File: src/hdl/stream_pkg.sv
package stream_pkg;

	// one acquisition sample from the front end
	typedef logic [15:0] sample_t;

	// host word, seen either raw or as two samples
	// lo is the earlier of the pair
	typedef union packed {
		logic [31:0] raw;
		struct packed {
			sample_t hi;
			sample_t lo;
		} pair;
	} word_u;

	// mini-FIFO depths in words
	localparam int IN_DEPTH  = 32;
	localparam int OUT_DEPTH = 32;

	// occupancy of a mini-FIFO, 0 to 32 words
	typedef logic [5:0] fifo_cnt_t;

	// fill monitor in samples
	typedef logic [31:0] fill_t;

endpackage

File: src/hdl/word_fifo.sv
`timescale 1ns/1ns

module word_fifo import stream_pkg::*; (
	input  logic      ti_clk,
	input  logic      rst,
	input  logic      push,
	input  word_u     push_data,
	input  logic      rd_en,
	output word_u     data_out,
	output fifo_cnt_t count
);

	word_u                        mem [OUT_DEPTH];
	logic [$clog2(OUT_DEPTH)-1:0] wr_idx;
	logic [$clog2(OUT_DEPTH)-1:0] rd_idx;
	logic                         do_push;
	logic                         do_pop;

	assign do_push = push && (count != fifo_cnt_t'(OUT_DEPTH));
	// empty read is ignored, data_out keeps the last word
	assign do_pop  = rd_en && (count != '0);

	always_ff @(posedge ti_clk) begin
		if (do_push) begin
			mem[wr_idx] <= push_data;
		end
	end

	always_ff @(posedge ti_clk) begin
		if (rst) begin
			wr_idx   <= '0;
			rd_idx   <= '0;
			count    <= '0;
			data_out <= '0;
		end else begin
			if (do_push) begin
				wr_idx <= wr_idx + 1'b1;
			end
			if (do_pop) begin
				data_out <= mem[rd_idx];
				rd_idx   <= rd_idx + 1'b1;
			end
			if (do_push && !do_pop) begin
				count <= count + 1'b1;
			end else if (do_pop && !do_push) begin
				count <= count - 1'b1;
			end
		end
	end

endmodule

File: config.mk
export PLATFORM = sky130hd
export DESIGN_NAME = word_fifo
export DESIGN_NICKNAME = d
export VERILOG_FILES = /design/src/hdl/stream_pkg.sv /design/src/hdl/word_fifo.sv
export SDC_FILE = /design/constraint.sdc
export NUM_CORES = 1
export LEC_CHECK = 0
export BUFFER_PORTS_ARGS = -buffer_cell sky130_fd_sc_hd__buf_2
export CORE_MARGIN = 3
export CORE_UTILIZATION = 40
export DETAILED_ROUTE_END_ITERATION = 8
export MAX_ROUTING_LAYER = met4
export PLACE_DENSITY_LB_ADDON = 0.3
export SLEW_MARGIN = 20
export SYNTH_ARGS = -nofsm -noshare
export SYNTH_HDL_FRONTEND = slang
export SYNTH_SLANG_ARGS = --single-unit
File: constraint.sdc
create_clock -name ti_clk -period 4.3 [get_ports ti_clk]
set_input_delay 0.43 -clock ti_clk [delete_from_list [all_inputs] [get_ports ti_clk]]
set_output_delay 0.43 -clock ti_clk [all_outputs]
set_load 0.01 [all_outputs]
# Word level (Yosys, flattened, before mapping)
# Memories as Yosys holds them, arrays and structs flattened. A register that Yosys moved wholly into a read port is not among the register bits.
# Cells that the tools add are included.
# op_classes
n_addsub,4
eq_ne,1
muxes,4
n_reduce_logical,8
# op_table
operator,n
2-to-1 mux 6 bit,2
adder 5 x 1 -> 5 bit (second input constant),2
adder 6 x 1 -> 6 bit (second input constant),1
inequality test 6 bit (second input constant),1
nonzero test 6 bit,1
subtractor 6 x 1 -> 6 bit (second input constant),1
logical AND 1 bit,4
zero test 1 bit,2
2-to-1 mux 1 bit,2
nonzero test 2 bit,1
# word_totals
register_bits,16
ramBits,1024
input_bits,36
out_inout_bits,38
elab_cells,21
memories,1
# mem_list
name,depth,width,read_ports,rd_ports_with_merged_regs,write_ports,line,rtl
mem,32,32,1,1,1,word_fifo.sv:13,word_u mem [OUT_DEPTH];

# Logic depth before layout (Yosys ltp)
# depth
ltp_word,6
ltp_mapped,11

# Worst setup path before layout
# OpenSTA, ideal clock, no wires.
# synth_timing
path_type,register -> register
start,register count[1]
end,register count[4]
setup_time_ns,0.070
arrival_ns,2.995
required_ns,4.230
setup_slack_ns,1.235
path_stages_with_launch,12
synth_period_minus_slack_ns,3.065
cell_sequence,dfxtp_1 > or4_1 > o31a_1 > clkbuf_1 > ha_1 > inv_1 > ha_1 > nor2b_1 > o21a_1 > o21ai_0 > or3b_2 > a21oi_1
# synth_between
elab_chain_len,5
word_cells_on_any_way,13
classes_between,add/sub (2); eq/ne (1); mux (2); reduce/logical (8)
# synth_rtl
element,line,rtl
"start, declared",word_fifo.sv:10,output fifo_cnt_t count
"start signal, assigned",word_fifo.sv:44,count <= count + 1'b1;
"start signal, assigned",word_fifo.sv:46,count <= count - 1'b1;
inequality test 6 bit (*),word_fifo.sv:19,assign do_push = push && (count != fifo_cnt_t'(OUT_DEPTH));
logical AND 1 bit (*),word_fifo.sv:19,
net do_push,word_fifo.sv:16,logic do_push;
zero test 1 bit,word_fifo.sv:45,end else if (do_pop && !do_push) begin
logical AND 1 bit,word_fifo.sv:45,
nonzero test 2 bit (no line),--,
# The timed path passes the listed nets; every way through them passes the cells marked *. The select of a mux whose other input is x is not followed.
# A chain may end at the register's enable or synchronous reset.

# Final worst setup path
# layout_timing
start,register count[1]
end,register count[4]
# layout_between
elab_chain_len,5
word_cells_on_any_way,13
classes_between,add/sub (2); eq/ne (1); mux (2); reduce/logical (8)
# layout_rtl
element
branches (longest 5 deep; another with subtractor 6 x 1 -> 6 bit)
# Several ways; the timed one is not identified. The select of a mux whose other input is x is not followed.

==> metrics <==
final hold violations=0; Most Crowded Layer GR=met2; CTS tree=built; Setup Buffers After CTS=0; critical path class=reg -> reg; Die ar.=106000 um2; syn_area_per_cell=21.4 um2; Final Instance Area=46700 um2; synthesized flop and latch total=1072; Die H=325 um; DP Worst Slack=912 ps; Post-Syn Instances=1902; Yosys warnings=0; met1 usage in global routing=25.6%; Initial Utilization=40.5%; combinational share of power=between 10% and 20%; Max-Cap Viols=0; Tot GR Track Use=19.3%; Root Buffer Master=clkbuf_16; met3 usage=3.25%; fin worst setup slack=about 840 ps; critical path capture point type=flip-flop; flop2flop setup slack=840 ps; Worst-path clk slew=~60 ps; setup tns final=0 ps; Startpoint Class=flip-flop; Vias per Instance=5.68; hold_buf cts=0; total grt overflow=0; wire per inst=28.4 um; switching share of power=25.6%; Final Cycle Share=80.6%; # resized after CTS=0; final setup violation count=0; Mapped Nets=1950; Sink Count=1072; Hold Crit Class=in -> reg; distinct cell type count after synthesis=42; leakage=0.0144 uW; maximum clock rate=a little under 0.3 GHz; Seq/Total Area, Yosys=78.0%; Pre-antenna DRT Iters=5; cell-internal power=19400 uW; relative slew slack=34.5%; run status=complete, no violations; CORE AREA=100000 um2; Core Rows=116; IO Pins=74; RSZ-0062 raised after global routing=false; layout cells sized above 1=25.5%; final core utilization=46.5%; Slew Limit Fails=0; first-pass GRT wire length=145000 um; # nets final=2092; fillers=8351; CTS Buf Count=106; WP data required=4910 ps; Cell Pwr Density=~560 nW/um2; CTS H-tree depth=3; vias in the first global route=20736; PortBufs=73; CTS max path bufs=3; main flop type after synthesis=edfxtp_1; EDFF count, synth=1024; Area after DPL=43200 um2; initial drt markers=approximately 1900; Syn-to-layout area delta=14.9%; Die W=325 um; sequential share of power=45.7%; Netlist Area Pre-Place=40700 um2; skew final=around 27 ps; GPL Wtd Cong=0.809; antenna violations before repair=2; Antenna Nets Post-Route=0; crit path time final=about 3500 ps; Routed WL=99200 um; clk_lat worst skew=680 ps; Clk pwr share=35.4%; CP Data Arrival Time=4070 ps; DP HPWL=~55000 um; DR vias=a little under 20000; Slew @ Worst Pin=958 ps; largest net degree at the start of global routing=between 60 and 70; Post-synth ARST share=0%; routing usage on met2=31.0%; Worst Path Max Fanout=7; Peak VDD IR=0.000361 V; DRC viols=0; P_sw=6680 uW
## state kept, by name, indices dropped and copies added (netlist names)
| signal | count |
|---|---|
| mem | 1024 |
| wr_idx | 5 |
| data_out | 32 |
| rd_idx | 5 |
| count | 6 |
## power groups by stage
stage | Combinational (uW) | Clock [uW] | Sequential (uW)
detailed placement | 5020 | 0 | 12200
CTS | 5040 | 9410 | 11900
global placement | 4980 | 0 | 12100
floorplan | 3540 | 0 | 12100
finish | 4930 | 9220 | 11900
global route | 5290 | 9820 | 12000
## cells in the mapped netlist (6+ instances only)
cell type     n  area share, %
nor2_1       52           0.48
inv_1         9          0.083
ha_1         11           0.34
a22o_1       62            1.3
mux4_2      193             11
buf_1        10          0.092
nand2_1      15           0.14
buf_4        11           0.20
clkbuf_1     60           0.55
dfxtp_1      48            2.4
o221ai_1     32           0.69
a22oi_1      32           0.59
edfxtp_1   1024             76
xor2_1        6           0.13
a2111oi_0    22           0.47
buf_6         8           0.22
a21oi_1      69           0.85
buf_2        22           0.27
a2111oi_2    10           0.37
mux2i_1     127            3.1
o22ai_1      31           0.48
## cells by family (layout without fill, tap and decap cells)
kind of cell               count (synthesis)  count (layout)  synth area share, %
AOI/OAI and AO/OA                        269             269                 4.98
xor gates and xnor gates                  10              10                0.215
adders and majority gates                 12              12                0.388
buffers and inverters                    122             357                 1.51
DFF                                     1072            1072                 78.0
muxes                                    320             320                 13.8
other                                      0               1                    0
and+or+nand+nor                           97              97                 1.10
## cells in the final DEF, fill, tap and decap left out, drive strengths merged, types with 2 or more instances in the layout
cell type  instances
edfxtp          1024
mux4             193
clkbuf           151
buf              147
mux2i            127
a21oi             69
a22o              62
nor2              52
dfxtp             48
clkinv            35
o221ai            32
a22oi             32
a2111oi           32
o22ai             31
nand2             15
inv               12
ha                11
bufinv             9
xor2               6
nand3b             4
nor3               4
xnor2              4
nand4              4
nand3              4
nor2b              4
o31a               3
or3b               3
o21ai              3
nor4               3
clkinvlp           3
or4                2
## area by class of cell
class,instances,area (um2),share of cell area (%)
Multi-Input combinational cell,708,8630,18.5
Timing Repair Buffer,147,1120,2.40
Clock buffer,151,2990,6.39
Sequential cell,1072,31700,67.9
Inverter,9,33.8,0.0723
Antenna cell,1,2.50,0.00536
Clock inverter,50,507,1.08
Tap cell,1357,1700,3.64
## stage by stage
stage                     std cells  power [uW]  hold slack, ps
final                          3495       26100             194
after CTS                      3494       26400             139
after floorplan                1902       15600             509
after detailed placement       3293       17200             462
after global routing           3495       27100             198
after global placement         3293       17100             469
## per-layer routing
layer  up-vias  share of wire, %
met3       184               6.0
met2       697                49
li1       8342                 -
met4         0               2.8
met1     10632                42
met5         -                 0
## worst paths after layout
| kind | depth (start not counted) | from | to |
|---|---|---|---|
| hold / removal | 2 | rst | count[0]$_SDFFE_PP0P_ |
| setup reg to reg | 11 | count[1]$_SDFFE_PP0P_ | count[4]$_SDFFE_PP0P_ |
| hold reg to reg | 1 | data_out[23]$_SDFFE_PP0P_ | data_out[23]$_SDFFE_PP0P_ |
| setup / recovery | 11 | count[1]$_SDFFE_PP0P_ | count[4]$_SDFFE_PP0P_ |
## worst max-delay path: stages, from the launching register on
cell and delay (ps):
dfxtp_1 350, or4_1 580, o31a_1 380, inv_1 170, ha_1 290, inv_1 190, ha_1 330, nor2b_1 140
o21a_1 180, o21ai_0 140, or3b_2 460, a21oi_1 160
No activity file was read; power rests on OpenSTA's default activity.
