--- src/hdl/stream_pkg.sv ---
package stream_pkg;

	// one acquisition sample from the front end
	typedef logic [15:0] sample_t;

	// host word, seen either raw or as two samples
	// lo is the earlier of the pair
	typedef union packed {
		logic [31:0] raw;
		struct packed {
			sample_t hi;
			sample_t lo;
		} pair;
	} word_u;

	// mini-FIFO depths in words
	localparam int IN_DEPTH  = 32;
	localparam int OUT_DEPTH = 32;

	// occupancy of a mini-FIFO, 0 to 32 words
	typedef logic [5:0] fifo_cnt_t;

	// fill monitor in samples
	typedef logic [31:0] fill_t;

endpackage

--- src/hdl/mem_pkg.sv ---
package mem_pkg;

	import stream_pkg::*;

	// shared on-chip buffer memory
	localparam int MEM_AW    = 8;
	localparam int MEM_WORDS = 256;

	// words moved per burst, two words are four samples
	localparam int BURST_LEN = 2;

	typedef logic [MEM_AW-1:0] mem_addr_t;

	// request from one peer, held until granted
	typedef struct packed {
		logic      valid;
		logic      write;
		mem_addr_t addr;
		word_u     data;
	} mem_req_t;

	// grant in the request cycle, read data one cycle later
	typedef struct packed {
		logic  grant;
		logic  rvalid;
		word_u rdata;
	} mem_rsp_t;

endpackage

--- src/hdl/burst_writer.sv ---
`timescale 1ns/1ns

module burst_writer import stream_pkg::*, mem_pkg::*; (
	input  logic      ti_clk,
	input  logic      rst,
	input  word_u     head,
	input  fifo_cnt_t count,
	output logic      pop,
	output mem_req_t  req,
	input  mem_rsp_t  rsp,
	output mem_addr_t wr_ptr
);

	logic      busy;
	fifo_cnt_t beat;

	// address and data only move on a grant, so the request is stable
	always_comb begin
		req.valid = busy;
		req.write = 1'b1;
		req.addr  = wr_ptr;
		req.data  = head;
	end

	assign pop = busy && rsp.grant;

	always_ff @(posedge ti_clk) begin
		if (rst) begin
			busy   <= 1'b0;
			beat   <= '0;
			wr_ptr <= '0;
		end else if (!busy) begin
			if (count >= fifo_cnt_t'(BURST_LEN)) begin
				busy <= 1'b1;
				beat <= '0;
			end
		end else if (rsp.grant) begin
			// pointer wraps with the address width, never waits on the reader
			wr_ptr <= wr_ptr + 1'b1;
			beat   <= beat + 1'b1;
			if (beat == fifo_cnt_t'(BURST_LEN - 1)) begin
				busy <= 1'b0;
			end
		end
	end

endmodule

--- config.mk ---
export PLATFORM = sky130hd
export DESIGN_NAME = burst_writer
export DESIGN_NICKNAME = d
export VERILOG_FILES = /design/src/hdl/stream_pkg.sv /design/src/hdl/mem_pkg.sv /design/src/hdl/burst_writer.sv
export SDC_FILE = /design/constraint.sdc
export NUM_CORES = 1
export LEC_CHECK = 0
export BUFFER_PORTS_ARGS = -buffer_cell sky130_fd_sc_hd__buf_2
export CORE_ASPECT_RATIO = 0.75
export CORE_MARGIN = 4
export CORE_UTILIZATION = 34
export CTS_BUF_LIST = sky130_fd_sc_hd__clkbuf_8
export CTS_CLUSTER_SIZE = 8
export DETAILED_ROUTE_END_ITERATION = 8
export PLACE_DENSITY_LB_ADDON = 0.08
export SETUP_SLACK_MARGIN = 0.15
export SLEW_MARGIN = 10
export SYNTH_ARGS = -nofsm -noshare
export SYNTH_HDL_FRONTEND = slang
export SYNTH_SLANG_ARGS = --single-unit
export TNS_END_PERCENT = 100
--- constraint.sdc ---
create_clock -name ti_clk -period 1.77 [get_ports ti_clk]
set_clock_uncertainty 0.2 [all_clocks]
set_input_delay 0.177 -clock ti_clk [delete_from_list [all_inputs] [get_ports ti_clk]]
set_output_delay 0.177 -clock ti_clk [all_outputs]
set_load 0.05 [all_outputs]
* After elaboration in Yosys (flattened, before gate mapping) *
Index checks and enable logic that the tools add are counted.

word-level totals
  flip-flop bits (word level) = 15
  logic and storage cells = 19
  output and inout bits = 51

operators by class
  magnitude comparators = 1
  mux-type cells = 7
  equal/unequal tests = 2
  $add $sub $neg = 2
  reduce and logical (&&, ||, !) cells = 4

operator list
  cell                 count
  $mux 6               3
  $add 8x1->8 const B  1
  $add 6x1->6 const B  1
  $eq 6x1->1 const B   1
  $ge 6x2->1 const B   1
  $mux 1               4
  $reduce_and 2->1     2
  $ne 2x2->1 const B   1
  $reduce_bool 2->1    1
  $logic_and 1x1->1    1

* Depth between registers and ports, before layout *
  depth in word-level cells = 4
  depth in mapped cells = 5
  gate-level depth less buffers = 4

* Worst setup path before layout *
No wires, ideal clock.

  path type = flip-flop to flip-flop
  from = register wr_ptr[3]
  to = register wr_ptr[7]
  setup slack = -0.030 ns
  period minus slack after synthesis = 1.800 ns
  setup time = 0.071 ns
  stages on the path, launching flop included = 4
  path buffers = 0
  arrival = 1.530 ns
  cells stage by stage = dfxtp_1 -> nand4_1 -> or4_1 -> a21oi_1

between the ends
  longest elaborated chain between the ends = 1

ends and longest elaborated chain
  item                    RTL line            RTL
  start, declared         burst_writer.sv:11  output mem_addr_t wr_ptr
  start signal, assigned  burst_writer.sv:39  wr_ptr <= wr_ptr + 1'b1;
  $add 8x1->8             burst_writer.sv:39

No other way between the ends.
A chain may end at the register's enable or synchronous reset.

* Worst setup path in the final report *
  from = register busy
  to = output port pop

between the ends
  longest elaborated chain between the ends = 1

ends and longest elaborated chain
  item                    RTL line            RTL
  start, declared         burst_writer.sv:14  logic busy;
  start signal, assigned  burst_writer.sv:29  busy <= 1'b0;
  start signal, assigned  burst_writer.sv:34  busy <= 1'b1;
  start signal, assigned  burst_writer.sv:42  busy <= 1'b0;
  $logic_and 1x1->1       burst_writer.sv:25  assign pop = busy && rsp.grant;
  end, declared           burst_writer.sv:8   output logic pop,

No other way between the ends.

==> flow_metrics.tcl <==
set metrics [dict create \
    critPathTopFamily "flip-flops" \
    via_per_inst 4.90 \
    startpoint "busy$_SDFF_PP0_" \
    hold_ws_ns 0.0731 \
    syn_area_per_cell_sq_um 8.22 \
    io_pins 125 \
    r2r_slack_ns 0.29 \
    reg2reg_to "wr_ptr[7]$_SDFFE_PP0P_" \
    syn_inst 126 \
    grt_pass1_vias 694 \
    drive_gt1_share_pct 37.5 \
    ys_types 27 \
    syn_area_sq_um 1040 \
    hpwl_um 1540 \
    fin_nets 190 \
    place_area_sq_um 895 \
    die-area_sq_um 4000 \
    rsz0062_at_grt "false" \
    path_clk_slew_ns 0.07 \
    status "finished clean" \
    cp.arrival_ns 1.14 \
    synth-main-ff-cell "dfxtp_1" \
    end_kind "primary output" \
    cts_root_buf "clkbuf_8" \
    peakVddDrop_uv 235 \
    grt-ovfl-total 0 \
    crit_end "pop" \
    p_per_area_nw_per_um2 785 \
    seq_area_frac_synth_pct 29.0 \
    slowest_delay_ns 0.39 \
    rr_startpoint "busy$_SDFF_PP0_" \
    reg2reg_depth 3 \
    ys_warn_count 0 \
    p_leak_nw 0.378 \
    grt_antenna_before_repair 0 \
    path_max_fanout 10 \
    fin_crit_ns 1.52 \
    post-route-util_pct 32.4 \
    clk_path_buf_depth 2 \
    async_flop_share_pct 0 \
    worstSetupPathType "reg -> out" \
    hp-class "in -> reg" \
    synth.top_cell.area_share_pct 30.4 \
    numCtsBuffers 3 \
    mostFrequentLayoutCells "24 x buf_2, 8 x o21ai_0, 8 x or3_1, 8 x a21oi_1" \
    path_buf_inv 1 \
    syn_to_final_growth_pct -8.33 \
    grt_use_total_pct 10.5 \
    layout_commonest_cell "buf_2" \
    clock.fmax_mhz 659 \
    detail_route.wl_per_cell_um 13.7 \
    cts_tree "yes" \
    maxSlewHeadroom_pct 66.2 \
    grt_max_degree 17 \
    htree_levels 1 \
    synth-seq-cells 15 \
    hold_violations 0 \
    final.fill_count 329 \
    std_cell_rows 17 \
    routabilityCongestion 0.731 \
    place_ws_ns 0.120 \
    total_power_uw 745 \
    dieWidth_um 71.7 \
    dieHeight_um 55.8 \
    grt_pass1_wl_um 3390 \
    wl_met1_um 923 \
    drtIter0Drc 23 \
    tightestPinTransition_ns 0.508 \
    crit_cells 2 \
    start_util_pct 35.3 \
    placedCellCount 146 \
    io_buffers 25 \
    synth_nets 203 \
    numClockSinks 15 \
    num_vias 735 \
    route.met3.wl_um 219 \
    finalSetupViolCount 0 \
    synth_area_leaders "buf_4 30%, dfxtp_1 29%, or3_1 4.8%, a21oi_1 3.9%, o21ai_0 3.9%" \
    startpoint_type "register" \
    synth_top_cell_by_area "buf_4" \
    maxCapViolCount 0 \
    stdcell_area_sq_um 950 \
    antenna_cells 0 \
    routed_wirelength_um 2050 \
    finalNonFillerCells 150 \
    drtAntennaViolNets 0 \
    core-area_sq_um 2940 \
    met2WireLength_um 758 \
    clock_latency_ns 0.25 \
    synth-edff-count 0 \
    crit_chain "and2_2 -> clkbuf_4" \
    tns_ns 0 \
    critical-path-slowest-cell "dfxtp_4" \
    firstDrtPassIters 4 \
    setup_ws_ns 0.253 \
    fin_crit_sh_pct 85.7 \
    routed.top_layer "met4" \
    drc 0 \
    required_ns 1.39 \
    slew_viol_final 0 \
]
-- synth_stat cells, types with 3 or more instances --
| cell | instances |
|---|---|
| nand3_1 | 5 |
| ha_1 | 3 |
| a21oi_1 | 8 |
| nand2_1 | 3 |
| dfxtp_1 | 15 |
| inv_1 | 6 |
| xnor2_1 | 3 |
| a211oi_1 | 3 |
| o21ai_0 | 8 |
| buf_4 | 42 |
| nor2_1 | 3 |
| or3_1 | 8 |
| nand4_1 | 3 |
-- how the worst min path moves through the flow --
| stage | startpoint | to | depth (start not counted) |
|---|---|---|---|
| detailed placement | head[3] | req[3] | 0 |
| finish | count[1] | beat[0]$_SDFFE_PP0P_ | 4 |
| global placement | head[3] | req[3] | 0 |
| global route | rst | wr_ptr[2]$_SDFFE_PP0P_ | 2 |
| floorplan | rst | beat[1]$_SDFFE_PP0P_ | 1 |
| CTS | count[1] | beat[0]$_SDFFE_PP0P_ | 4 |
-- where the power goes --
group / internal [mW] / switching [mW] / total, mW
clock: 0.156 / 0.125 / 0.281
sequential: 0.346 / 0.0113 / 0.358
combinational: 0.0344 / 0.0716 / 0.106
total: 0.537 / 0.208 / 0.745
-- cells by family (layout without fill, tap and decap cells) --
family	count (synthesis)	after routing	share of synthesized area (%)
xor gates and xnor gates	3	3	2.54
adders and majority gates	3	3	3.62
other	1	1	0.362
AOI/OAI and AO/OA	23	23	13.6
DFF	15	15	29.0
buffers and inverters	51	37	34.5
and+or+nand+nor	30	30	16.3
-- layer usage --
| metal | global-route usage [%] | up-vias |
|---|---|---|
| met2 | 12.2 | 35 |
| met3 | 1.99 | 32 |
| li1 | - | 359 |
| met4 | 13.4 | 0 |
| met5 | 0 | - |
| met1 | 13.9 | 309 |
-- state kept, by name, summed over array words and instances, names as in the netlist --
signal and count:
busy 1, wr_ptr 8, beat 6
-- final cells by class --
class                      instances  area, sq um  area share (%)
clock buffer                       3         41.3            4.35
tap                               38         47.5            5.01
multi-input combinational         60          378            39.8
inverter                           6         22.5            2.37
sequential                        15          313            32.9
clock inverter                     1         5.00           0.527
timing repair buffer              27          143            15.0
-- what timing repair did --
item | 4_1_cts | 5_1_grt
hold buffers | 0 | 0
cloned | 0 | 0
endpoints found under the setup margin | 2 | 4
gates resized for setup | 1 | 4
buffers inserted | 0 | 0
-- worst reg2reg max path, cell delays in order (launching register included) --
cell and delay [ns]:
dfxtp_4 0.39, nand4_1 0.22, or4_1 0.46, a21oi_1 0.14
(Power assumes the default switching activity.)
