==> src/hdl/stream_pkg.sv <==
package stream_pkg;

	// one acquisition sample from the front end
	typedef logic [15:0] sample_t;

	// host word, seen either raw or as two samples
	// lo is the earlier of the pair
	typedef union packed {
		logic [31:0] raw;
		struct packed {
			sample_t hi;
			sample_t lo;
		} pair;
	} word_u;

	// mini-FIFO depths in words
	localparam int IN_DEPTH  = 32;
	localparam int OUT_DEPTH = 32;

	// occupancy of a mini-FIFO, 0 to 32 words
	typedef logic [5:0] fifo_cnt_t;

	// fill monitor in samples
	typedef logic [31:0] fill_t;

endpackage

==> src/hdl/sample_packer.sv <==
`timescale 1ns/1ns

module sample_packer import stream_pkg::*; (
	input  logic      ti_clk,
	input  logic      rst,
	input  logic      wr_en,
	input  sample_t   data_in,
	input  logic      pop,
	output word_u     head,
	output fifo_cnt_t count,
	output logic      pending
);

	word_u                       mem [IN_DEPTH];
	logic [$clog2(IN_DEPTH)-1:0] wr_idx;
	logic [$clog2(IN_DEPTH)-1:0] rd_idx;
	sample_t                     half_q;
	word_u                       pair_word;
	logic                        do_push;
	logic                        do_pop;

	// the second sample of a pair completes the word
	// a full array drops it
	assign do_push = wr_en && pending && (count != fifo_cnt_t'(IN_DEPTH));
	assign do_pop  = pop && (count != '0);

	always_comb begin
		pair_word.pair.lo = half_q;
		pair_word.pair.hi = data_in;
	end

	// show-ahead head for the burst writer
	assign head = mem[rd_idx];

	always_ff @(posedge ti_clk) begin
		if (wr_en && !pending) begin
			half_q <= data_in;
		end
		if (do_push) begin
			mem[wr_idx] <= pair_word;
		end
	end

	always_ff @(posedge ti_clk) begin
		if (rst) begin
			pending <= 1'b0;
			wr_idx  <= '0;
			rd_idx  <= '0;
			count   <= '0;
		end else begin
			if (wr_en) begin
				pending <= !pending;
			end
			if (do_push) begin
				wr_idx <= wr_idx + 1'b1;
			end
			if (do_pop) begin
				rd_idx <= rd_idx + 1'b1;
			end
			if (do_push && !do_pop) begin
				count <= count + 1'b1;
			end else if (do_pop && !do_push) begin
				count <= count - 1'b1;
			end
		end
	end

	// the writer only starts a burst on a full pair of words
	a_no_pop_empty: assert property (@(posedge ti_clk) disable iff (rst)
		pop |-> count != '0)
		else $error("sample_packer popped while empty");

endmodule

==> config.mk <==
export PLATFORM = sky130hd
export DESIGN_NAME = sample_packer
export DESIGN_NICKNAME = d
export VERILOG_FILES = /design/src/hdl/stream_pkg.sv /design/src/hdl/sample_packer.sv
export SDC_FILE = /design/constraint.sdc
export NUM_CORES = 1
export LEC_CHECK = 0
export BUFFER_PORTS_ARGS = -buffer_cell sky130_fd_sc_hd__buf_2
export CORE_ASPECT_RATIO = 0.75
export CORE_MARGIN = 5
export CORE_UTILIZATION = 56
export CTS_CLUSTER_DIAMETER = 100
export DETAILED_ROUTE_END_ITERATION = 16
export PLACE_DENSITY = 0.72
export SYNTH_ARGS = -nofsm -noshare
export SYNTH_HDL_FRONTEND = slang
export SYNTH_SLANG_ARGS = --single-unit
export TNS_END_PERCENT = 5
==> constraint.sdc <==
create_clock -name ti_clk -period 3.04 [get_ports ti_clk]
set_clock_uncertainty 0.1 [all_clocks]
set_input_delay 0.456 -clock ti_clk [delete_from_list [all_inputs] [get_ports ti_clk]]
set_output_delay 0.456 -clock ti_clk [all_outputs]
set_load 0.05 [all_outputs]
* Word level (Yosys, flattened, before mapping)
Memories as Yosys holds them, arrays and structs flattened. A register that Yosys moved wholly into a read port is not among the register bits.
Index checks and enable logic that the tools add are counted.
** Storage, ports and cells
- Register bits :: 33
- Bits in writable memories :: 1024
- Input port bits :: 20
- Memories kept :: 1
** Memories
- mem :: words 32, width 32, read ports 1, clocked after memory_dff 1, write ports 1, line sample_packer.sv:14 : word_u mem [IN_DEPTH];
** Operators by class
- $add $sub $neg :: 4
- Equal/unequal tests :: 1
- Muxes and demuxes :: 6
- Reduce and logical (&&, ||, !) cells :: 11
** Operators with widths (count)
- two-way mux 6 bit :: 2
- adder 5 x 1 -> 5 bit (second input constant) :: 2
- two-way mux 5 bit :: 2
- adder 6 x 1 -> 6 bit (second input constant) :: 1
- logical AND 1 bit :: 6
- != test 6 bit (second input constant) :: 1
- nonzero test 6 bit :: 1
- subtractor 6 x 1 -> 6 bit (second input constant) :: 1
- zero test 1 bit :: 3
- two-way mux 1 bit :: 2
- nonzero test 2 bit :: 1

* Longest topological paths before layout
Gate-level depths: netlist of run 1.
- Depth in word-level cells :: 6
- Gate-level depth with buffers :: 11
- Gate-level depth less buffers :: 9

* Worst setup path before layout of run 1
OpenSTA, ideal clock, no wires.
- Path kind :: register to register
- Start point :: reg count[0]
- End point :: mem mem[30][0] (netlist name), enable pin
- Library setup time :: 0.421 ns
- Arrival time :: 3.059 ns
- Slack :: -0.540 ns
- Stages on the path, launching flop included :: 7
- Path buffers :: 2
- Period minus slack after synthesis :: 3.580 ns
- Cells stage by stage :: dfxtp_1 or4_1 clkbuf_1 o31a_1 clkbuf_1 nand2_1 nor2_1
** On the way
- Cells in the longest elaborated chain, start to end :: 4
** RTL lines
- start, declared :: line sample_packer.sv:10 : output fifo_cnt_t count,
- start signal, assigned :: line sample_packer.sv:61 : count <= count + 1'b1;
- start signal, assigned :: line sample_packer.sv:63 : count <= count - 1'b1;
- != test 6 bit :: line sample_packer.sv:24 : assign do_push = wr_en && pending && (count != fifo_cnt_t'(IN_DEPTH));
- logical AND 1 bit :: line sample_packer.sv:24
- net do_push :: line sample_packer.sv:19 : logic do_push;
- two-way mux 1 bit :: line sample_packer.sv:39 : if (do_push) begin
- two-way mux 1 bit (not written as such) :: line sample_packer.sv:40 : mem[wr_idx] <= pair_word;
- end, declared :: line sample_packer.sv:14
The timed path passes the listed nets, and every way through them passes these cells.

==> impl_metrics.ini, run 1 <==
[yosys]
synth_simple_gate_area_share_pct = 3.50
synth_top_flop_cell = edfxtp_1
synth_enable_flop_cells = 1040
netlist_instances = 2070
ys_ff_latch = 1062
synth-adder-area-share_pct = 0.385
synth_top_family_by_area = multiplexers
synth_area_mm2 = 0.0409
proportion_of_register_bits_with_asynchronous_set_or_reset_after_synthesis_pct = 0
syn_nets = 2102
synthesis.area_per_instance_um2 = 19.8
post_synth_mux_area_share_pct = 12.4
synth.yosys.warnings = 0
xor_xnor_share_of_the_synthesized_area_pct = 0.193
ys_seq_area_share_pct = 77.4
synth_compound_area_share_pct = 4.69
synth_cell_type_count = 48

[global_route]
grt_pass1_vias = 21732
first_pass_grt_wire_length_um = 151000
grt_antenna_before_repair = 4
largest_net_degree_at_the_start_of_global_routing = 40
groute.usage.overall_pct = 26.6
grt-ovfl-total = 0

[clock_tree]
clk_transition_reported_paths_ps = 60
cts_tree = built
clock_net_sink_count = 1062
clock_tree.root_cell = clkbuf_16
htree_levels = 3
cts-buffers-inserted = 96
clockBufferDepth = 3
insertion_delay_ps = 660

[setup_path]
crit_path_max_incr_delay_ps = 570
path_cells = buf_12, clkbuf_16, clkbuf_16, mux4_2, a22o_1, or4_4, buf_12
cp-end-kind = primary output
critPathArrivalTime_ps = 3050
worst-setup-path-type = register to primary output
timing.critical_path.slowest_stage_cell = or4_4
required_ps = 2480
r2r.worst_path.cells = 9
peak_fanout_along_the_critical_path = 6
timing.critical_path.from_type = register
worst-r2r-setup-slack_ps = 110
origin_of_the_critical_flop_to_flop_path = count[1]
capture_point_of_the_worst_reg_to_reg_path = count[5]

[die]
core_area_mm2 = 0.0721
die_w_um = 322
die_area_mm2 = 0.0786
boundaryPins = 59
die_height_um = 244
initial_core_util_pct = 56.7
std_cell_rows = 85

[finish]
p_r_area_growth_vs_syn_pct = 18.2
layout_commonest_cell = edfxtp_1
final_net_count = 2346
most-common-layout-cells = edfxtp_1 (1040), mux2_2 (193), mux4_2 (128), buf_4 (122), clkbuf_16 (101)
antenna_diode_count = 0
layout-drive-gt1-share_pct = 33.9

[sta]
slew-limit-headroom_pct = 20.4
hold_ws_ps = 150
hold_viol_final = 0
finalCritPeriodShare_pct = 119
fin_crit_ps = 3600
setup_viol_count_final = 32
post-route-worst-setup-slack_ps = -563
totalNegativeSetupSlack_ps = -16280
fmax_mhz = 278
tightest_slew_ps = 1190
max_slew_violation_count = 0
setup_repair_after_global_routing_missed_its_margin = yes

[route]
dr.max_layer_used = met5
routed-wl-met2_um = 49000
initialDrtViolationCount = 3131
routedWlPerCell_um = 31.4
drt-vias-per-instance = 6.57
remaining_antenna_violation_count = 0
met3WireLength_um = 12300
wirelength_met1_um = 40900
dr.pass1.iters = 5
post-route-drc-count = 0
wl_um = 105000
detailroute.via_count = 22003

[min_path]
min_path_cells = 2
hold_class = input pin to register
hold-path-endpoint = count[1]
min_from = rst

[power_and_ir_drop]
design_power_total_mw = 34.6
pwr_density_cell_mw_per_mm2 = 714
p_leak_nw = 15.2
peakVddDrop_uv = 439

[placed_design]
place_congestion = 0.820
numPortBuffers = 58
place.detailed.hpwl_um = 59900
pre_cts_ws_ps = -118

[run_status]
status = finished with violations
violations = negative setup slack

[run]
max_cap_violations = 0
-- metrics by stage --
stage / instances / cell area, um^2 / util, %
after floorplan: 2070 / 41000 / -
after global placement: 3137 / 44500 / 61.7
after detailed placement: 3137 / 44500 / 61.7
after CTS: 3328 / 48000 / 66.6
after global routing: 3350 / 48400 / 67.1
final: 3350 / 48400 / 67.1
-- sequential cells by signal (all words and copies together) (netlist names), named ones only --
signal and cells:
mem 1024, pending 1, count 6, half_q 16, wr_idx 5, rd_idx 5
-- logic make-up (layout without fill, tap and decap cells) --
group | count (synthesis) | count (layout)
simple gates | 259 | 259
fa+ha+maj | 12 | 12
buf+inv | 129 | 452
flops | 1062 | 1062
compound gates | 276 | 276
mux | 323 | 323
xor+xnor | 9 | 9
-- report_power, final --
| part | internal (mW) | switching [mW] |
|---|---|---|
| clock | 6.63 | 5.18 |
| sequential | 16.2 | 0.200 |
| combinational | 2.95 | 3.38 |
-- final cells by class --
| class | instances | area (um^2) |
|---|---|---|
| repair buffers | 268 | 3250 |
| clock inverters | 59 | 518 |
| flip-flops and latches | 1062 | 31700 |
| inverters | 7 | 26.3 |
| well taps | 957 | 1200 |
| fillers | 4449 | 23700 |
| multi-input cells | 879 | 9150 |
| clock buffers | 118 | 2550 |
-- metal layers --
metal | up-vias | track usage [%]
met5 | - | 0
li1 | 9015 | -
met1 | 11371 | 39.6
met3 | 195 | 5.97
met4 | 4 | 6.44
met2 | 1418 | 41.0
-- worst max-delay path by stage --
stage	cells after the start	slack [ps]	from	endpoint
2_1_floorplan	4	-180	count[0]	mem[31][0]
3_3_place_gp	7	-180	register	head[14]
3_5_place_dp	7	-120	register	head[14]
4_1_cts	5	-590	register	head[30]
5_1_grt	7	-640	register	head[14]
6_report	7	-560	register	head[13]
-- synthesized netlist by cell type (all sizes together), types with 2 or more instances --
master / number / area (um^2)
edfxtp: 1040 / 31200
mux2: 193 / 2170
mux4: 128 / 2880
clkbuf: 82 / 308
nor2b: 69 / 432
nor3: 68 / 340
o21ai: 66 / 330
o22ai: 65 / 407
a211oi: 64 / 480
a22o: 64 / 561
nor2: 53 / 199
buf: 40 / 249
or4: 34 / 255
dfxtp: 22 / 440
ha: 11 / 138
nand2: 11 / 41.3
inv: 7 / 26.3
xor2: 7 / 61.3
o31ai: 4 / 35.0
a21oi: 3 / 15.0
nand3b: 3 / 22.5
nor4: 3 / 18.8
o21a: 3 / 22.5
or2: 3 / 18.8
and3: 2 / 12.5
and4: 2 / 17.5
mux2i: 2 / 20.0
nand2b: 2 / 12.5
nand3: 2 / 10.0
o311ai: 2 / 25.0
or3b: 2 / 17.5
xnor2: 2 / 17.5
-- worst max-delay path: cells and delay by family (launching register included) --
family | cells | cell delay (ps)
AO/OA/AOI/OAI | 1 | 240
buffers and inverters | 4 | 670
AND/OR/NAND/NOR | 1 | 570
flip-flops | 1 | 390
multiplexers | 1 | 510
-- what timing repair did --
item | in CTS | in global routing
endpoints found under the hold margin | 1 | 0
hold buffers | 1 | 0
gates cloned | 1 | 4
setup buffers | 12 | 20
pin swaps | 12 | 22
endpoints found under the setup margin | 32 | 51
resized for setup | 76 | 24
No activity file was read; power rests on OpenSTA's default activity.
==> inputs of run 2 (changes only) <==
Settings changed: MAX_ROUTING_LAYER from default to met4.
==> impl_metrics.ini, run 2 (synthesized netlist as in run 1, its figures left out) <==
[power_and_ir_drop]
peakVddDrop_uv = 436
p_leak_nw = 15.3
pwr_density_cell_mw_per_mm2 = 715

[finish]
fill_cells = 4448
layout_commonest_cell = edfxtp_1
layout-drive-gt1-share_pct = 34.0
most-common-layout-cells = edfxtp_1 (1040), mux2_2 (193), mux4_2 (128), buf_4 (120), clkbuf_16 (101)
reg_top3 = mem x1024, half_q x16, count x6
ff_latch_area_mm2 = 0.0317
fin_cells = 3352
largest_register = mem
final_design_area_no_fill_mm2 = 0.0484
p_r_area_growth_vs_syn_pct = 18.3
number_of_flip_flops_in_the_largest_register = 1024
final_net_count = 2346
multiInputGateArea_mm2 = 0.00916

[setup_path]
critPathArrivalTime_ps = 3060
worst-setup-path-type = register to primary output
required_ps = 2480
peak_fanout_along_the_critical_path = 6
cp-end-kind = primary output
timing.critical_path.from_type = register

[run_status]
violations = negative setup slack
status = finished with violations

[sta]
fmax_mhz = 277
totalNegativeSetupSlack_ps = -16300
post-route-worst-setup-slack_ps = -574
setup_viol_count_final = 32
fin_crit_ps = 3610
slew-limit-headroom_pct = 20.9
tightest_slew_ps = 1180
max_slew_violation_count = 0
finalCritPeriodShare_pct = 119
setup_repair_after_global_routing_missed_its_margin = yes
hold_viol_final = 0

[placed_design]
numPortBuffers = 58
placed_area_mm2 = 0.0445
place_congestion = 0.832
place.detailed.hpwl_um = 59900
placed_cells_incl_taps = 3137

[clock_tree]
clk_transition_reported_paths_ps = 60
clock_net_sink_count = 1062
clockBufferDepth = 3
cts_tree = built
insertion_delay_ps = 660
cts-buffers-inserted = 96
clock_tree.root_cell = clkbuf_16
htree_levels = 3

[global_route]
groute.usage.overall_pct = 27.4
largest_net_degree_at_the_start_of_global_routing = 40
grt_antenna_before_repair = 4
grt-ovfl-total = 0
first_pass_grt_wire_length_um = 151000
grt_pass1_vias = 21681

[route]
wl_um = 105000
dr.pass1.iters = 5
remaining_antenna_violation_count = 0
detailroute.via_count = 21980
initialDrtViolationCount = 3175
post-route-drc-count = 0
routedWlPerCell_um = 31.4
drt-vias-per-instance = 6.56

[die]
die_area_mm2 = 0.0786
std_cell_rows = 85
boundaryPins = 59
core_area_mm2 = 0.0721
initial_core_util_pct = 56.7
die_height_um = 244
die_w_um = 322

[run]
max_cap_violations = 0

[min_path]
hold_class = input pin to register
## run 2: changes by cell type in the layout (fill, tap and decap cells not counted), sizes merged
cell / previous run / this run
diode: 0 / 2
## run 2: worst max-delay path, cell delays in order (launching register included)
cell and delay [ps]:
dfxtp_4 390, buf_12 160, clkbuf_16 180, clkbuf_16 160, mux4_2 510, a22o_1 240, or4_4 570, buf_12 170
## run 2: power breakdown
| part | total, mW | switching [mW] | internal (mW) |
|---|---|---|---|
| Clock | 11.8 | 5.19 | 6.63 |
| Combinational | 6.35 | 3.38 | 2.97 |
| Sequential | 16.4 | 0.202 | 16.2 |
## run 2: metrics by stage
step | setup slack (ps) | hold slack (ps) | util, % | power (mW)
finish | -574 | 137 | 67.1 | 34.6
global route | -640 | 141 | 67.1 | 35.7
CTS | -593 | 112 | 66.6 | 34.4
detailed placement | -118 | 431 | 61.7 | 22.3
global placement | -179 | 430 | 61.7 | 22.2
floorplan | -181 | 385 | - | 19.9
## run 2: area by class of cell
cell class              instances  share of cell area (%)
well taps                     957                    2.47
clock buffers                 118                    5.26
inverters                       7                  0.0543
multi-input cells             879                    18.9
clock inverters                59                    1.07
diodes                          2                  0.0103
repair buffers                268                    6.75
flip-flops and latches       1062                    65.4
## run 2: metal layers
layer / wire, um / global-route usage (%) / vias to the layer above
met3: 12200 / 5.80 / 197
met4: 2880 / 6.46 / 0
met5: 0 / - / -
met1: 41300 / 39.8 / 11392
met2: 48900 / 40.9 / 1369
li1: - / - / 9022
## run 2: path summary, 6_finish.rpt
path | slack (ps) | startpoint | depth (start not counted) | endpoint
max | -570 | register | 7 | head[13]
min | 140 | rst | 2 | count[1]
max reg2reg | 120 | count[1] | 9 | count[5]
min reg2reg | 450 | rd_idx[4] | 2 | register
## run 2: repair_timing
action,in CTS,in global routing
buffers inserted,12,20
cloned,1,4
pin swaps,12,22
setup endpoints to repair,32,51
hold buffers,1,0
gates resized for setup,76,31
endpoints found under the hold margin,1,0
