===== config.mk =====
export PLATFORM = sky130hd
export DESIGN_NAME = burst_reader
export DESIGN_NICKNAME = d
export VERILOG_FILES = /design/src/hdl/stream_pkg.sv /design/src/hdl/mem_pkg.sv /design/src/hdl/burst_reader.sv
export SDC_FILE = /design/constraint.sdc
export NUM_CORES = 1
export LEC_CHECK = 0
export BUFFER_PORTS_ARGS = -buffer_cell sky130_fd_sc_hd__buf_2
export CAP_MARGIN = 20
export CORE_ASPECT_RATIO = 1.1
export CORE_MARGIN = 5
export CORE_UTILIZATION = 49
export CTS_BUF_LIST = sky130_fd_sc_hd__clkbuf_4
export DETAILED_ROUTE_END_ITERATION = 6
export MAX_ROUTING_LAYER = met4
export PLACE_DENSITY = 0.88
export SKIP_CTS_REPAIR_TIMING = 1
export SLEW_MARGIN = 20
export SYNTH_ARGS = -nofsm -noshare
export SYNTH_HDL_FRONTEND = slang
export SYNTH_SLANG_ARGS = --single-unit

===== constraint.sdc =====
create_clock -name ti_clk -period 5.2 [get_ports ti_clk]
set_input_delay 1.04 -clock ti_clk [delete_from_list [all_inputs] [get_ports ti_clk]]
set_output_delay 1.04 -clock ti_clk [all_outputs]
set_load 0.01 [all_outputs]

===== src/hdl/stream_pkg.sv =====
package stream_pkg;

	// one acquisition sample from the front end
	typedef logic [15:0] sample_t;

	// host word, seen either raw or as two samples
	// lo is the earlier of the pair
	typedef union packed {
		logic [31:0] raw;
		struct packed {
			sample_t hi;
			sample_t lo;
		} pair;
	} word_u;

	// mini-FIFO depths in words
	localparam int IN_DEPTH  = 32;
	localparam int OUT_DEPTH = 32;

	// occupancy of a mini-FIFO, 0 to 32 words
	typedef logic [5:0] fifo_cnt_t;

	// fill monitor in samples
	typedef logic [31:0] fill_t;

endpackage


===== src/hdl/mem_pkg.sv =====
package mem_pkg;

	import stream_pkg::*;

	// shared on-chip buffer memory
	localparam int MEM_AW    = 8;
	localparam int MEM_WORDS = 256;

	// words moved per burst, two words are four samples
	localparam int BURST_LEN = 2;

	typedef logic [MEM_AW-1:0] mem_addr_t;

	// request from one peer, held until granted
	typedef struct packed {
		logic      valid;
		logic      write;
		mem_addr_t addr;
		word_u     data;
	} mem_req_t;

	// grant in the request cycle, read data one cycle later
	typedef struct packed {
		logic  grant;
		logic  rvalid;
		word_u rdata;
	} mem_rsp_t;

endpackage


===== src/hdl/burst_reader.sv =====
`timescale 1ns/1ns

module burst_reader import stream_pkg::*, mem_pkg::*; (
	input  logic      ti_clk,
	input  logic      rst,
	input  mem_addr_t wr_ptr,
	output mem_addr_t rd_ptr,
	output mem_req_t  req,
	input  mem_rsp_t  rsp,
	input  fifo_cnt_t out_count,
	output logic      push,
	output word_u     push_data
);

	logic      busy;
	logic      start;
	fifo_cnt_t issued;
	fifo_cnt_t returned;
	mem_addr_t issue_addr;
	mem_addr_t avail;

	// words waiting in memory, modulo the array size
	assign avail = wr_ptr - rd_ptr;

	assign start = !busy && (avail >= mem_addr_t'(BURST_LEN))
		&& (out_count <= fifo_cnt_t'(OUT_DEPTH - BURST_LEN));

	always_comb begin
		req.valid = busy && (issued != fifo_cnt_t'(BURST_LEN));
		req.write = 1'b0;
		req.addr  = issue_addr;
		req.data  = '0;
	end

	assign push      = busy && rsp.rvalid;
	assign push_data = rsp.rdata;

	always_ff @(posedge ti_clk) begin
		if (rst) begin
			busy       <= 1'b0;
			issued     <= '0;
			returned   <= '0;
			issue_addr <= '0;
			rd_ptr     <= '0;
		end else begin
			if (start) begin
				busy       <= 1'b1;
				issued     <= '0;
				returned   <= '0;
				issue_addr <= rd_ptr;
			end
			if (busy && rsp.grant) begin
				issue_addr <= issue_addr + 1'b1;
				issued     <= issued + 1'b1;
			end
			// rd_ptr follows the returned data, not the issued address
			if (push) begin
				rd_ptr   <= rd_ptr + 1'b1;
				returned <= returned + 1'b1;
				if (returned == fifo_cnt_t'(BURST_LEN - 1)) begin
					busy <= 1'b0;
				end
			end
		end
	end

	// room was checked at burst start, one burst in flight
	a_no_push_full: assert property (@(posedge ti_clk) disable iff (rst)
		push |-> out_count != fifo_cnt_t'(OUT_DEPTH))
		else $error("burst_reader pushed into a full output FIFO");

endmodule


# == Word level (Yosys, flattened, before mapping) ==
# Cells that the tools add are included.
# totals
reg_bits,29
in_bits,50
out_inout_bits,83
wordCells,30
# op_classes
add_sub_neg,5
order_cmp,2
n_eq_ne,2
muxes,8
n_reduce_logical,8
# op_table
operator,n
$mux 6,3
$add 8x1->8 const B,2
$mux 8,2
$add 6x1->6 const B,2
$ge 8x2->1 const B,1
$sub 8x8->8,1
$eq 6x1->1 const B,1
$le 6x5->1 const B,1
$ne 6x2->1 const B,1
$logic_and 1x1->1,5
$reduce_bool 2->1,2
$mux 1,3
$logic_not 1->1,1

# == Logic depth before layout (Yosys ltp) ==
# Gate-level depths: netlist of the first run.
# logic_depth
ltp_word,7
depth_mapped,12
ltp_nobuf,11

# == Least setup slack after synthesis of the first run ==
# OpenSTA, ideal clock, no wires.
# synth_path
path_type,input-to-reg
from,in wr_ptr[0]
to,reg issue_addr[7]
setup_time_ps,74
arrival_ps,3264
required_time_ps,5126
slack_ps,1862
stages,11
path_cell_list,inv_1 -> ha_1 -> inv_1 -> fa_1 -> a211oi_1 -> nor2_1 -> nor4b_2 -> a2111oi_4 -> and2_2 -> or3b_2 -> a31oi_1
# synth_between
elab_chain_len,5
# synth_rtl
item,line_no,text
start: declaration,burst_reader.sv:6,"input mem_addr_t wr_ptr,"
$sub 8x8->8,burst_reader.sv:23,assign avail = wr_ptr - rd_ptr;
$ge 8x2->1,burst_reader.sv:25,assign start = !busy && (avail >= mem_addr_t'(BURST_LEN))
$logic_and 1x1->1,burst_reader.sv:25,
$logic_and 1x1->1,burst_reader.sv:26,&& (out_count <= fifo_cnt_t'(OUT_DEPTH - BURST_LEN));
$reduce_bool 2->1 (no line),--,
end signal: assignment,burst_reader.sv:50,issue_addr <= rd_ptr;
end signal: assignment,burst_reader.sv:53,issue_addr <= issue_addr + 1'b1;
end: declaration,burst_reader.sv:19,mem_addr_t issue_addr;
# Every way passes these cells.
# A chain may end at the register's enable or synchronous reset.

# == Worst setup path after layout of the first run ==
# layout_path
from,in wr_ptr[0]
to,reg issue_addr[1]
# The elaborated chain is that of the path after synthesis.

==> results of run 1 <==
[sequential cells by signal, summed over array words and instances, names as in the netlist]
signal / count
issue_addr: 8
rd_ptr: 8
issued: 6
returned: 6
busy: 1
[through the flow]
step	util, %	total power [mW]	hold WS (ns)	instances	cell area (sq um)
after floorplan	-	0.3394	0.4527	321	2434
after global placement	46.83	0.3143	0.4688	340	2163
after detailed placement	46.83	0.3174	0.4812	340	2163
after CTS	48.02	0.4532	0.5041	348	2218
after global routing	48.02	0.4756	0.5266	348	2218
final	48.02	0.4479	0.5122	348	2218
[cell families after synthesis]
| kind of cell | count (synthesis) | synth area share, % |
|---|---|---|
| other | 1 | 0.1621 |
| AOI/OAI and AO/OA | 60 | 18.39 |
| xor gates and xnor gates | 13 | 4.922 |
| and+or+nand+nor | 87 | 18.44 |
| buffers and inverters | 83 | 24.07 |
| DFF | 29 | 25.09 |
| adders and majority gates | 15 | 8.437 |
| muxes | 1 | 0.4867 |
[cell usage in the layout, fill, tap and decap left out, drive strengths merged, types with 7 or more instances in the layout]
master / n
buf: 35
conb: 33
nor2: 29
dfxtp: 29
nand2: 22
a21oi: 15
ha: 14
inv: 11
o21ai: 9
a211oi: 8
nand3: 8
xnor2: 7
[final timing paths]
kind / from / to / slack [ns] / depth (start not counted)
worst max-delay path: wr_ptr[0] / issue_addr[1] / 1.71 / 12
worst min-delay path: issued[4] / issued[4] / 0.51 / 1
worst max register to register: rd_ptr[0] / issue_addr[1] / 2.02 / 10
worst min register to register: issued[4] / issued[4] / 0.51 / 1
[final cells by class]
type | instances | area [sq um] | share of cell area [%]
multi-input combinational | 209 | 1296 | 58.43
sequential | 29 | 580.6 | 26.17
timing repair buffer | 35 | 175.2 | 7.896
tap | 56 | 70.07 | 3.158
inverter | 11 | 41.29 | 1.861
clock buffer | 5 | 37.54 | 1.692
clock inverter | 3 | 17.52 | 0.7896
[power by group]
group / total (mW) / leakage [nW] / internal [mW] / switching, mW
logic: 0.0812 / 0.668 / 0.0276 / 0.0536
registers: 0.232 / 0.234 / 0.226 / 0.00576
clock network: 0.135 / 0.0310 / 0.0508 / 0.0841
total: 0.448 / 0.934 / 0.304 / 0.143
[routing by layer]
| metal | global-route usage (%) | vias up | wire [microns] |
|---|---|---|---|
| li1 | - | 914 | - |
| met1 | 17.34 | 862 | 1847 |
| met2 | 26.25 | 70 | 2259 |
| met3 | 4.284 | 18 | 352 |
| met4 | 7.343 | 0 | 123 |
| met5 | - | - | 0 |
==> impl_results.md, run 1 <==
- Power density over the cells: 201.9 nW/um^2
- Core Region: 4619 sq um
- Proportion of register bits with asynchronous set or reset after synthesis: 0%
- Number of synthesized flops with an enable pin: 0
- Count of endpoints failing setup in the final report: 0
- Width of the chip: 75.52 microns
- Synth top area cells: sky130_fd_sc_hd__dfxtp_1 25%, sky130_fd_sc_hd__buf_4 21%, sky130_fd_sc_hd__ha_1 7.6%
- CTS H-Tree Depth: 2
- Library cell occupying the most area in the post-synthesis netlist: sky130_fd_sc_hd__dfxtp_1
- Worst-path maximum fanout: 15
- Hold crit path type: flip-flop to flip-flop
- Estimated wirelength of the detail-placed design: 3.540 mm
- Final critical-path required period: 3.493 ns
- Number of core rows: 26
- Worst-Margin Slew: 0.6233 ns
- Initial cell density of the core: 50.08%
- Endpoint type of the worst setup path: flip-flop
- Global-route wire length before repair: 7.445 mm
- Overflow left after global routing: 0
- Cell family with the largest share of critical-path delay: compound AO/OA/AOI/OAI gates
- Count of maximum capacitance violations: 0
- Type of the worst setup path: primary input to flip-flop
- Sort of element at the start of the critical path: primary input
- Area fraction of the dominant cell type after synthesis: 25.09%
- Area growth, synth to finish: -4.110%
- Part of the cycle the worst path needs: 67.18%
- Combined area of all synthesized cells: 2313 sq um
- Buffering stage count on the worst path with inverters included: 3
- Drt drc: 0
- Clock root buffer master: sky130_fd_sc_hd__clkbuf_4
- Clock-pin slew reported for the worst setup and hold paths after clock tree synthesis: 0.10 ns
- Clock latency on the worst-skew pair: 0.34 ns
- Layout net count: 356
- Chip Height: 82.07 microns
- Max Freq: 286.3 MHz
- Unrepaired setup endpoints after global routing: no
- Cell seen most often among critical-path stages: sky130_fd_sc_hd__inv_1
- Placer's final routability congestion estimate: 0.8426
- Max-slew violation total from the final report: 0
- Fill count: 450
- Total CTS buffers: 5
- Post-DRT Antenna Nets: 0
- Global-route usage over all layers: 15.79%
- Req. time, crit path: 5.43 ns
- Outcome: finished, final reports clean
- Violation count after the first detailed-route iteration: 104
- Top_reg_cell synth: sky130_fd_sc_hd__dfxtp_1
- Area of the die: 6197 sq um
- Minimum setup slack in the final design: 1.707 ns
- Post-Syn Area per Cell: 8.005 sq um
- Total number of clock tree sinks: 29
- Hold Violations, Final: 0
- Share of layout cells above drive strength 1: 17.12%
- Normalized max-slew margin: 58.35%
- Arrival @ worst endpoint: 3.73 ns
- Most numerous cell in the Yosys netlist: sky130_fd_sc_hd__buf_4
- Worst-path cell with the longest stage delay: sky130_fd_sc_hd__a21oi_2
- Peak supply drop: 0.08843 mV
- Vias per cell: 5.356
- Max Root-Sink Buffers: 2
- Initial antenna violation count: 0
- Pin count of the biggest net entering global routing: 32
- Number of warnings printed during yosys synthesis: 0
- Post-synthesis sequential element count: 29
- Detailed-routing iteration count for the pre-antenna-repair pass: 4
- Number of instances in the synthesized netlist: 289
- Layout Skew: 0.01205 ns
- Quantity of I/O buffers inserted on ports: 35
- Distinct cell type count after synthesis: 49
- Avg WL per Cell: 13.17 microns
- Clock tree from TritonCTS: done
- Top cells by instance count after synthesis: 65 x sky130_fd_sc_hd__buf_4, 29 x sky130_fd_sc_hd__dfxtp_1, 29 x sky130_fd_sc_hd__nor2_1
- Via count: 1864
- Critical path cell sequence: buf_2 -> inv_1 -> ha_1 -> inv_1 -> fa_1 -> a211oi_1 -> nor2_1 -> nor4b_2 -> a2111oi_4 -> a21oi_2 -> nor3_1 -> a2111oi_0
- Vias in the first global route: 1708
- # IOs: 133
- ANT cells: 0
- Worst slack, placed: 1.371 ns
- Setup TNS after final layout: 0 ns
- Final Routed Wirelength: 4.582 mm
- Sequential cell area fraction in the yosys report: 25.09%
- Leakage power: 0.9339 nW
- Biggest cell delay along the critical path: 0.55 ns
Note: power is estimated with default switching activity, not from simulation.
==> run 2, diff against run 1 <==
Settings changed: ABC_AREA set to 1, CORE_UTILIZATION 49 to 47, PLACE_DENSITY 0.88 to 0.84.
Clock period 5.2 ns to 3.6 ns, I/O delays scaled along.
==> impl_results.md, run 2 <==
- Placed cell count: 408 (+20%)
- Max Freq: 419.3 MHz
- Overflow left after global routing: 0 (unchanged)
- Top Registers: issue_addr: 8 flops, rd_ptr: 8 flops
- Most numerous cell in the Yosys netlist: sky130_fd_sc_hd__buf_4
- Vias per cell: 5.063 (-5.5%)
- Layout Skew: 0.009783 ns (-0.002265 ns)
- Total CTS buffers: 5 (unchanged)
- Sequential cell area fraction in the yosys report: 23.78% (-1.3 points)
- Count of endpoints failing setup in the final report: 0 (unchanged)
- Unrepaired setup endpoints after global routing: no
- Max-slew violation total from the final report: 0 (unchanged)
- Post-synthesis sequential element count: 29 (unchanged)
- Quantity of I/O buffers inserted on ports: 35 (unchanged)
- Estimated wirelength of the detail-placed design: 3.821 mm (+7.9%)
- Clock root buffer master: sky130_fd_sc_hd__clkbuf_4
- Area growth, synth to finish: -5.023%
- Top_reg_cell synth: sky130_fd_sc_hd__dfxtp_1
- Worst-Margin Slew: 0.7056 ns (+0.08231 ns)
- Endpoint type of the worst setup path: flip-flop
- Combined area of all synthesized cells: 2441 sq um (+5.5%)
- Cell family with the largest share of critical-path delay: simple AND/OR/NAND/NOR gates
- Leakage power: 1.104 nW (+18%)
- Critical path cell sequence: buf_2 -> inv_1 -> ha_1 -> inv_1 -> fa_1 -> nand2_1 -> nand2_2 -> nand3b_1 -> nand2_1 -> nand2_1 -> nand2_1 -> nor2_2 -> nand2_2 -> nand2_4 -> nand2_4 -> nand2_1 -> nand2_1 -> nor2_1
- Number of warnings printed during yosys synthesis: 0 (unchanged)
- Worst slack, placed: 0.8640 ns (-0.5070 ns)
- Arrival @ worst endpoint: 2.67 ns (-1.06 ns)
- Chip Height: 85.59 microns (+4.3%)
- Global-route wire length before repair: 8.114 mm (+9.0%)
- ANT cells: 0 (unchanged)
- Total number of clock tree sinks: 29 (unchanged)
- Part of the cycle the worst path needs: 66.25%
- Initial antenna violation count: 0 (unchanged)
- Number of synthesized flops with an enable pin: 0 (unchanged)
- Clock-pin slew reported for the worst setup and hold paths after clock tree synthesis: 0.09 ns (about the same)
- Post-Syn Area per Cell: 6.876 sq um (-14%)
- Number of core rows: 27 (+3.8%)
- Pin count of the biggest net entering global routing: 21 (-34%)
- CTS H-Tree Depth: 2 (unchanged)
- # IOs: 133 (unchanged)
- Drt drc: 0 (unchanged)
- Synth top area cells: sky130_fd_sc_hd__dfxtp_1 24%, sky130_fd_sc_hd__buf_4 21%, sky130_fd_sc_hd__nand2_1 9.2%
- Power density over the cells: 292.7 nW/um^2 (+45%)
- Share of layout cells above drive strength 1: 15.92% (-1.2 points)
- Most frequent cells in the layout: 60 x sky130_fd_sc_hd__nand2_1, 42 x sky130_fd_sc_hd__inv_1, 35 x sky130_fd_sc_hd__buf_2, 34 x sky130_fd_sc_hd__a21oi_1, 33 x sky130_fd_sc_hd__conb_1
- Buffering stage count on the worst path with inverters included: 3 (unchanged)
- Hold crit path type: flip-flop to flip-flop
- Area fraction of the dominant cell type after synthesis: 23.78% (-1.3 points)
- Clock tree from TritonCTS: done
- Proportion of register bits with asynchronous set or reset after synthesis: 0% (unchanged)
- Cell seen most often among critical-path stages: sky130_fd_sc_hd__nand2_1
- Hold Violations, Final: 0 (unchanged)
- Detailed-routing iteration count for the pre-antenna-repair pass: 4 (unchanged)
- Width of the chip: 78.72 microns (+4.2%)
- Setup TNS after final layout: 0 ns (unchanged)
- Via count: 2106 (+13%)
- Sort of element at the start of the critical path: primary input
- Req. time, crit path: 3.88 ns (-1.55 ns)
- Type of the worst setup path: primary input to flip-flop
- Initial cell density of the core: 48.50% (-1.6 points)
- Global-route usage over all layers: 15.22% (-0.57 points)
- Worst-path cell with the longest stage delay: sky130_fd_sc_hd__fa_1
- Distinct cell type count after synthesis: 32 (-35%)
- Worst-path maximum fanout: 17 (+2)
- Commonest non-fill, non-tap cell in the layout: sky130_fd_sc_hd__nand2_1
- Avg WL per Cell: 12.08 microns (-8.3%)
- Normalized max-slew margin: 52.85% (-5.5 points)
- Final Hold Slack: 0.5055 ns (-0.006722 ns)
- Area of the die: 6737 sq um (+8.7%)
- Outcome: finished, final reports clean
- Final Routed Wirelength: 5.024 mm (+9.6%)
- Biggest cell delay along the critical path: 0.37 ns (-0.18 ns)
- Count of placed standard cells in the final layout, fillers left out: 416 (+20%)
- Violation count after the first detailed-route iteration: 122 (+17%)
- Max Root-Sink Buffers: 2 (unchanged)
- Final critical-path required period: 2.385 ns
- Vias in the first global route: 1898 (+11%)
- Core Region: 5034 sq um (+9.0%)
- Top cells by instance count after synthesis: 67 x sky130_fd_sc_hd__buf_4, 60 x sky130_fd_sc_hd__nand2_1, 42 x sky130_fd_sc_hd__inv_1
- Peak supply drop: 0.2234 mV (+150%)
- Placer's final routability congestion estimate: 0.8837 (+4.9%)
- Post-DRT Antenna Nets: 0 (unchanged)
- Layout net count: 422 (+19%)
- Library cell occupying the most area in the post-synthesis netlist: sky130_fd_sc_hd__dfxtp_1
- Count of maximum capacitance violations: 0 (unchanged)
- Minimum setup slack in the final design: 1.215 ns (-0.4919 ns)
- Clock latency on the worst-skew pair: 0.34 ns (about the same)
- Fill count: 519 (+15%)
- Number of instances in the synthesized netlist: 355 (+23%)
run 2: cell types whose count changed in the layout (fill, tap and decap cells not counted), moves of 4 or more:
cell	previous run	this run
sky130_fd_sc_hd__xnor2_1	7	1
sky130_fd_sc_hd__a211oi_1	8	0
sky130_fd_sc_hd__nand3_1	8	30
sky130_fd_sc_hd__nand2_1	22	60
sky130_fd_sc_hd__o21ai_0	7	21
sky130_fd_sc_hd__inv_1	10	42
sky130_fd_sc_hd__a31oi_1	5	0
sky130_fd_sc_hd__xor2_1	6	1
sky130_fd_sc_hd__nor2_1	29	17
sky130_fd_sc_hd__a21oi_1	14	34
sky130_fd_sc_hd__o21a_1	4	0
run 2: worst paths after layout:
check | from | to | slack, ns | depth (start not counted)
hold / removal | issue_addr[6] | issue_addr[6] | 0.51 | 2
hold reg to reg | issue_addr[6] | issue_addr[6] | 0.51 | 2
setup reg to reg | rd_ptr[0] | issue_addr[0] | 1.24 | 16
setup / recovery | wr_ptr[0] | issue_addr[0] | 1.21 | 18
run 2: worst min-delay path, cell delays in order, from the launching register on:
cell                      delay (ns)
sky130_fd_sc_hd__dfxtp_1        0.34
sky130_fd_sc_hd__nand3_2        0.08
sky130_fd_sc_hd__a21oi_2        0.05
run 2: final cells by class:
type / instances / area, sq um / share of cell area, %
Clock buffer: 8 / 60.06 / 2.590
Inverter: 42 / 157.7 / 6.800
Multi-Input combinational cell: 244 / 1272 / 54.88
Sequential cell: 29 / 580.6 / 25.04
Tap cell: 58 / 72.57 / 3.130
Timing Repair Buffer: 35 / 175.2 / 7.555
run 2: power breakdown:
group	switching [mW]	internal (mW)
logic	0.0865	0.0393
clock network	0.117	0.100
registers	0.00850	0.327
total	0.212	0.467
run 2: routing by layer:
layer | vias up | global-route usage, % | share of wire [%]
met4 | 0 | 6.995 | 1.7
met5 | - | - | 0
li1 | 1059 | - | -
met1 | 965 | 17.38 | 43
met3 | 9 | 4.307 | 7.1
met2 | 73 | 24.63 | 48
run 2: kinds of logic (layout without fill, tap and decap cells):
| logic type | count (synthesis) | count (layout) | share of synthesized area (%) |
|---|---|---|---|
| xor gates and xnor gates | 2 | 2 | 0.7177 |
| AOI/OAI and AO/OA | 62 | 62 | 13.58 |
| and+or+nand+nor | 132 | 132 | 24.76 |
| buffers and inverters | 114 | 85 | 29.01 |
| adders and majority gates | 15 | 15 | 7.996 |
| other | 1 | 33 | 0.1536 |
| DFF | 29 | 29 | 23.78 |
run 2: metrics by stage:
step,power (mW),utilization (%),cell area [sq um]
detailed placement,0.4672,44.87,2258
global placement,0.4637,44.87,2258
floorplan,0.5031,-,2561
global route,0.7162,46.06,2318
finish,0.6786,46.06,2318
CTS,0.6825,46.06,2318
